$ cat config.mk
export PLATFORM = sky130hd
export DESIGN_NAME = tcb_register_response
export DESIGN_NICKNAME = d
export VERILOG_FILES = /design/src/hdl/tcb_pkg.sv /design/src/hdl/tcb_register_response.sv
export SDC_FILE = /design/constraint.sdc
export NUM_CORES = 1
export LEC_CHECK = 0
export ABC_AREA = 0
export BUFFER_PORTS_ARGS = -buffer_cell sky130_fd_sc_hd__buf_2
export CORE_MARGIN = 8
export CORE_UTILIZATION = 46
export DETAILED_ROUTE_END_ITERATION = 10
export GPL_ROUTABILITY_DRIVEN = 0
export PLACE_DENSITY = 0.83
export SETUP_SLACK_MARGIN = 0.5
export SLEW_MARGIN = 0
export SYNTH_ARGS = -nofsm -noshare
export SYNTH_HDL_FRONTEND = slang
export SYNTH_SLANG_ARGS = --single-unit
export TNS_END_PERCENT = 1
$ cat constraint.sdc
create_clock -name man -period 1.8 [get_ports man]
set_input_delay 0.09 -clock man [delete_from_list [all_inputs] [get_ports man]]
set_output_delay 0.09 -clock man [all_outputs]
set_load 0.005 [all_outputs]
$ cat src/hdl/tcb_pkg.sv
/*
 * Shared definitions for the TCB subsystem.
 * Holds the bus widths, the response delays, the request, response and
 * metadata structs, and the helpers that decode a select word into byte lanes.
 * Every RTL module imports this package.
 */

package tcb_pkg;

    //////////////////////////////
    // bus geometry and delays
    //////////////////////////////

    // data width and byte lane count
    localparam int unsigned TCB_DAT = 32;
    localparam int unsigned TCB_BYT = TCB_DAT / 8;
    // byte address width
    localparam int unsigned TCB_ADR = 12;

    // sram size in bytes, anything at or above is out of range
    localparam int unsigned MEM_BYTES = 1024;
    localparam int unsigned MEM_ADR = $clog2(MEM_BYTES);

    // sram read delay, then one more stage in the response slice
    localparam int unsigned DLY_MEM = 1;
    localparam int unsigned DLY_SUB = DLY_MEM + 1;

    //////////////////////////////
    // transfer types
    //////////////////////////////

    // one select word with two readings
    // log mode uses only the low two bits as a size code
    typedef union packed {
        struct packed {
            logic [TCB_BYT-3:0] pad;
            logic [1:0]         siz;
        } log;
        logic [TCB_BYT-1:0] byt;
    } tcb_sel_u;

    // request as driven by the manager
    typedef struct packed {
        logic               wen;
        logic               mod;
        tcb_sel_u           sel;
        logic [TCB_ADR-1:0] adr;
        logic [TCB_DAT-1:0] wdt;
    } tcb_req_t;

    // response from the subordinate and from the slice
    typedef struct packed {
        logic [TCB_DAT-1:0] rdt;
        logic               err;
    } tcb_rsp_t;

    // request fields carried down the delay stages
    typedef struct packed {
        logic     wen;
        logic     mod;
        tcb_sel_u sel;
    } tcb_meta_t;

    //////////////////////////////
    // lane decode helpers
    //////////////////////////////

    // lanes enabled by a transfer
    // log mode enables the low 2**siz lanes, byte mode passes the mask through
    function automatic logic [TCB_BYT-1:0] lane_mask(input logic mod, input tcb_sel_u sel);
        logic [TCB_BYT-1:0] msk;
        for (int unsigned i = 0; i < TCB_BYT; i++) begin
            if (mod) begin
                msk[i] = sel.byt[i];
            end else begin
                msk[i] = (i < (1 << sel.log.siz));
            end
        end
        return msk;
    endfunction

    // log mode address must be a multiple of the transfer size
    // byte mode has no alignment rule
    function automatic logic sel_misaligned(input logic mod, input tcb_sel_u sel,
                                            input logic [TCB_ADR-1:0] adr);
        logic [TCB_ADR-1:0] low;
        low = (TCB_ADR'(1) << sel.log.siz) - TCB_ADR'(1);
        return ~mod & (|(adr & low));
    endfunction

endpackage

$ cat src/hdl/tcb_register_response.sv
/*
 * Register slice on the response path.
 * Adds one cycle after the sram. On a capture command it always takes the
 * error flag, and for reads only the byte lanes that the transfer selected.
 * Lanes that were not selected hold what an earlier read left there.
 */

module tcb_register_response (
    input  logic              man,
    input  logic              arst_n,
    input  logic              cap_en,
    input  tcb_pkg::tcb_meta_t cap_meta,
    input  tcb_pkg::tcb_rsp_t  sub_rsp,
    output tcb_pkg::tcb_rsp_t  rsp
);

    import tcb_pkg::*;

    // lanes selected by the transfer being captured
    logic [TCB_BYT-1:0] cap_lane;

    assign cap_lane = lane_mask(cap_meta.mod, cap_meta.sel);

    //////////////////////////////
    // response register
    //////////////////////////////

    always_ff @(posedge man or negedge arst_n) begin
        if (!arst_n) begin
            rsp <= '0;
        end else if (cap_en) begin
            // writes return no data, rdt stays as it was
            if (!cap_meta.wen) begin
                for (int unsigned i = 0; i < TCB_BYT; i++) begin
                    if (cap_lane[i]) begin
                        rsp.rdt[i*8+:8] <= sub_rsp.rdt[i*8+:8];
                    end
                end
            end
            // error flag is taken for reads and writes alike
            rsp.err <= sub_rsp.err;
        end
    end

    // read data only moves on the edge that the delay control picked
    assert property (@(posedge man) disable iff (!arst_n)
        !$stable(rsp.rdt) |-> $past(cap_en));

endmodule

==> results.cfg, run 1 <==
[detailed_routing]
routed_wl_um = 3670
drcViolationCount = 0
dr.first_iter.drc_count = 30
post_drt_via_cell_ratio = 4.65
vias = 1036
dr.pass1.iters = 4
wl_per_cell_um = 16.5
drtAntennaViolNets = 0

[cells_and_area]
final_nets = 232
largest_reg_flops = 33
syn2layout_area_growth_pct = 60.9
drive_gt1_share_pct = 62.8
top_register = rsp
reg.largest.list = rsp (33)

[floorplanning]
core_area_um2 = 2730
pin_count = 75
rows = 19
fp.dieH_um = 69.2
fp.dieW_um = 69.2
initial_utilization_pct = 47.6
dieArea_um2 = 4790

[setup_path]
critPathMaxFanout = 2
path_cells = buf_2
slowest_delay_ps = 400
startpoint_type = register
end_kind = output port
crit_buf_inv = 1
cpLargestDelayFamily = flip-flops
required_ps = 1710
critPathArrivalTime_ps = 850
path_class = register to output port
rrSetupSlack_ps = 1010
slowest_stage = dfrtp_1

[power_and_ir_drop]
p_leak_uw = 0.00102
powerDensity_nw_per_um2 = 863
ir_drop_mv = 0.939
finalPower_uw = 1810

[clock_tree]
clockBufferDepth = 2
cts_buffers = 5
cts_tree = yes
cts_sinks = 33
htreeDepth = 2
clk_pin_slew_ps = 90
cts_hold_buffers = 32
insertion_delay_ps = 320
cts-resized-gates = 0
cts-root-buf = clkbuf_4
postCtsSetupBuffers = 0

[timing]
finalCriticalPeriod_ps = 940
finalSetupTns_ps = 0
grt_setup_unrepaired = false
maxSlewViolCount = 0
tightest_slew_ps = 689
hold_viol_final = 0
fmax_ghz = 1.06
finalClockSkew_ps = 0
finalCritPeriodShare_pct = 52.2
setup_violations = 0
relSlewSlack_pct = 54.1

[grt]
grt_pass1_vias = 1193
grt-ovfl-total = 0
grt_pass1_wl_um = 5940
antenna_found_initial = 1
grt_usage_pct = 15.6
grt_max_degree = 34

[synth]
ys_seq_area_share_pct = 63.4
yosys_warnings = 0
synth_area_um2 = 1300
synthCells = 76
syn_area_per_cell_um2 = 17.1
yosys.area.top_type = dfrtp_1
synth_cell_types = 9
synth_seq_cells = 33
synth_fp_nets = 118
synth_top_area_share_pct = 63.4
synth.area.top_cells = dfrtp_1 63%, mux2_2 29%, a21oi_4 2.5%, nand2b_4 2.1%, o21bai_4 1.4%

[placed_design]
hpwl_um = 2380
port_buffers = 74

[worst_hold_path]
hold_class = input port to register

[flow_run]
cap_violations = 0

[run_status]
status = completed
[cell usage after synthesis]
| cell type | number |
|---|---|
| inv_1 | 1 |
| nor2b_1 | 1 |
| a21oi_4 | 2 |
| nand2_1 | 2 |
| mux2_2 | 33 |
| a21oi_2 | 1 |
| dfrtp_1 | 33 |
| nand2b_4 | 2 |
| o21bai_4 | 1 |
[cell families (layout without fill, tap and decap cells)]
kind of cell           after synthesis  after routing  synth area share [%]
AND/OR/NAND/NOR                      5              5                  3.17
buffers and inverters                1            116                 0.288
other                                0              1                     0
AO/OA/AOI/OAI                        4              4                  4.61
multiplexers                        33             33                  28.5
flip-flops                          33             33                  63.4
[report_power, final]
part	internal [uW]	total [uW]	switching, uW	leakage, uW
sequential	888	958	69.3	0.000390
clock	149	373	225	0.0000320
combinational	299	478	178	0.000599
[per-layer routing]
| metal | up-vias | part of all wire [%] | GRT usage (%) |
|---|---|---|---|
| met4 | 0 | 2.3 | 7.29 |
| met5 | - | 0 | 0 |
| li1 | 495 | - | - |
| met2 | 49 | 54 | 28.8 |
| met3 | 8 | 7.4 | 6.72 |
| met1 | 484 | 36 | 14.2 |
[cells in the final DEF, fill, tap and decap left out]
cell type      netlist  routed
nor2b_1              1       1
buf_2                0      74
clkinv_2             0       2
a21oi_4              2       2
dfrtp_1             33      33
dlygate4sd3_1        0      33
mux2_2              33      33
clkbuf_4             0       5
inv_1                1       1
o21bai_4             1       1
nand2b_4             2       2
nand2_1              2       2
clkbuf_1             0       1
diode_2              0       1
a21oi_2              1       1
[final cells by class]
cell class                 instances  area, um2
tap                               31       38.8
timing repair buffer             107        701
inverter                           1       3.75
antenna                            1       2.50
clock buffer                       6       41.3
sequential                        33        826
fill                             182        638
clock inverter                     2       10.0
multi-input combinational         42        473
[per-stage QoR]
stage               cell area, um2  setup slack [ps]  hold WS (ps)  std cells  utilization [%]
global route                  2100               801          1.68        223             76.7
CTS                           2080               834         0.621        221             76.2
detailed placement            1710               528           180        181             62.6
finish                        2100               860          33.3        223             76.7
floorplan                     1300               778          -206         76                -
global placement              1710               594           157        181             62.6
[final timing paths]
| path | startpoint | endpoint | depth (start not counted) |
|---|---|---|---|
| max in group asynchronous | arst_n | rsp[31]$_DFFE_PN0P_ | 2 |
| setup / recovery | rsp[18]$_DFFE_PN0P_ | rsp[18] | 1 |
| hold reg to reg | rsp[27]$_DFFE_PN0P_ | rsp[27]$_DFFE_PN0P_ | 1 |
| setup reg to reg | rsp[18]$_DFFE_PN0P_ | rsp[18]$_DFFE_PN0P_ | 1 |
| hold / removal | sub_rsp[18] | rsp[18]$_DFFE_PN0P_ | 2 |
| min in group asynchronous | arst_n | rsp[13]$_DFFE_PN0P_ | 2 |
Power figures use the tool's default switching activity.
==> inputs of run 2 (changes only) <==
--- a/config.mk
+++ b/config.mk
@@ -8,10 +8,10 @@
 export ABC_AREA = 0
 export BUFFER_PORTS_ARGS = -buffer_cell sky130_fd_sc_hd__buf_2
 export CORE_MARGIN = 8
-export CORE_UTILIZATION = 46
+export CORE_UTILIZATION = 38
 export DETAILED_ROUTE_END_ITERATION = 10
 export GPL_ROUTABILITY_DRIVEN = 0
-export PLACE_DENSITY = 0.83
+export PLACE_DENSITY = 0.74
 export SETUP_SLACK_MARGIN = 0.5
 export SLEW_MARGIN = 0
 export SYNTH_ARGS = -nofsm -noshare
==> constraint.sdc (replaced) <==
create_clock -name man -period 0.81 [get_ports man]
set_input_delay 0.0405 -clock man [delete_from_list [all_inputs] [get_ports man]]
set_output_delay 0.0405 -clock man [all_outputs]
set_load 0.005 [all_outputs]
==> run 2 against run 1 <==
The flow now finishes with violations (negative hold slack, negative setup slack). Wire length is 19% lower. Die area is 16% higher. Sequential cell count stayed put. Total power is 120% higher. Final area is 13% lower. Setup slack worse by 940 ps. Sequential power is 120% higher. Final cell count is 7.6% lower. Via count is 12% lower. Combinational power is 97% higher. Non-clock buffer count is 30 lower. Critical path type unchanged. Largest power group unchanged.
==> results.cfg, run 2 (synthesized netlist as in run 1, its figures left out) <==
[power_and_ir_drop]
swShare_pct = 24.9
internal_power_uw = 2960
clkPwrFrac_pct = 22.5
comb_power_share_pct = 24.0
p_leak_uw = 0.000903
ir_drop_mv = 0.905
p_seq_share_pct = 53.6
powerDensity_nw_per_um2 = 2160
power.switching_uw = 981

[clock_tree]
cts_tree = yes
clk_pin_slew_ps = 90
htreeDepth = 2
insertion_delay_ps = 320
clockBufferDepth = 2
cts_buffers = 5
cts_sinks = 33
cts-root-buf = clkbuf_4

[grt]
antenna_found_initial = 0
grt_max_degree = 34
grt_usage_pct = 11.2
grt-ovfl-total = 0
grt_pass1_vias = 1045
grt_pass1_wl_um = 4700

[setup_path]
path_depth = 1
end_kind = output port
path_class = register to output port
critPathArrivalTime_ps = 850
required_ps = 770
r2r_start = rsp[0]$_DFFE_PN0P_
crit_buf_inv = 1
path_cells = buf_2
rrSetupSlack_ps = 40
r2r_end = rsp[0]$_DFFE_PN0P_
reg2regPathDepth = 1
startpoint_type = register
slowest_stage = dfrtp_1
cpLargestDelayFamily = flip-flops
critPathMaxFanout = 2
slowest_delay_ps = 390

[timing]
hold_viol_final = 66
finalCriticalPeriod_ps = 886
tightest_slew_ps = 296
relSlewSlack_pct = 80.2
whs_ps = -342
maxSlewViolCount = 0
fmax_ghz = 1.13
finalCritPeriodShare_pct = 109
setup_violations = 33
grt_setup_unrepaired = true
finalClockSkew_ps = 0
fin_ws_ps = -75.9

[floorplanning]
pin_count = 75
core_area_um2 = 3310
fp.dieH_um = 74.5
fp.dieW_um = 74.5
initial_utilization_pct = 39.3
rows = 21
dieArea_um2 = 5560

[detailed_routing]
routed_wl_um = 2990
wl_per_cell_um = 14.5
post_drt_via_cell_ratio = 4.41
drtAntennaViolNets = 0
dr.first_iter.drc_count = 24
drcViolationCount = 0
vias = 908
dr.pass1.iters = 3

[cells_and_area]
top_register = rsp
diodes = 0
final_nets = 202
reg.largest.list = rsp (33)
drive_gt1_share_pct = 76.3
layout.cells.non_filler = 206
final_cell_mix = 74 x buf_2, 33 x mux2_2, 33 x dfrtp_1
final_common_cell = buf_2
largest_reg_flops = 33
final_cell_area_um2 = 1830
syn2layout_area_growth_pct = 40.3

[worst_hold_path]
hold_class = input port to async pin

[placed_design]
dpl_cell_area_um2 = 1770
hpwl_um = 2460
port_buffers = 74
placed_cells = 199

[flow_run]
cap_violations = 0

[run_status]
status = complete, but fails checks
violations = negative hold slack, negative setup slack
-- run 2: cell count changes in the layout (fill, tap and decap cells not counted), sizes merged --
cell         previous run  this run
clkinv                  2         0
buf                    74        77
clkbuf                  6         7
dlygate4sd3            33         0
diode                   1         0
-- run 2: layer usage --
layer	vias up	GRT usage, %	share of wire [%]
met3	9	4.18	10
met1	423	10.5	34
met2	42	19.9	52
met5	-	0	0
li1	434	-	-
met4	0	7.17	3.3
-- run 2: how the worst max path moves through the flow --
stage                             start                   to
finish              rsp[23]$_DFFE_PN0P_              rsp[23]
global route         rsp[3]$_DFFE_PN0P_               rsp[3]
CTS                 rsp[12]$_DFFE_PN0P_              rsp[12]
detailed placement          cap_meta[4]  rsp[29]$_DFFE_PN0P_
global placement            cap_meta[4]  rsp[28]$_DFFE_PN0P_
floorplan                   cap_meta[5]  rsp[17]$_DFFE_PN0P_
-- run 2: final cells by class --
type / instances / area [um2]
Fill cell: 305 / 1480
Sequential cell: 33 / 826
Multi-Input combinational cell: 42 / 480
Timing Repair Buffer: 77 / 405
Tap cell: 46 / 57.6
Clock buffer: 7 / 55.1
Inverter: 1 / 3.75
-- run 2: power by group through the flow --
stage / combinational, uW / clock, uW / sequential [uW]
CTS: 979 / 949 / 2120
floorplan: 367 / 0 / 2190
global placement: 944 / 0 / 2140
finish: 944 / 886 / 2110
detailed placement: 978 / 0 / 2150
global route: 1050 / 1010 / 2170
-- run 2: timing repair --
action / 4_1_cts / 5_1_grt
endpoints found under the setup margin: 66 / 66
gates resized for setup: 0 / 0
endpoints found under the hold margin: 66 / 66
pin swaps: 2 / 2
buffers inserted: 0 / 0
-- run 2: through the flow --
step                      setup TNS [ps]  hold WS (ps)  utilization (%)  worst slack [ps]  power [uW]
after floorplan                    -2380          -255                -             -85.6        2560
after global placement             -8150          3.17             53.6              -282        3080
after detailed placement           -8870          14.7             53.6              -314        3130
after CTS                          -2670          -349             55.2              -104        4050
after global routing               -3570          -354             55.2              -134        4220
final                              -1770          -342             55.2             -75.9        3940
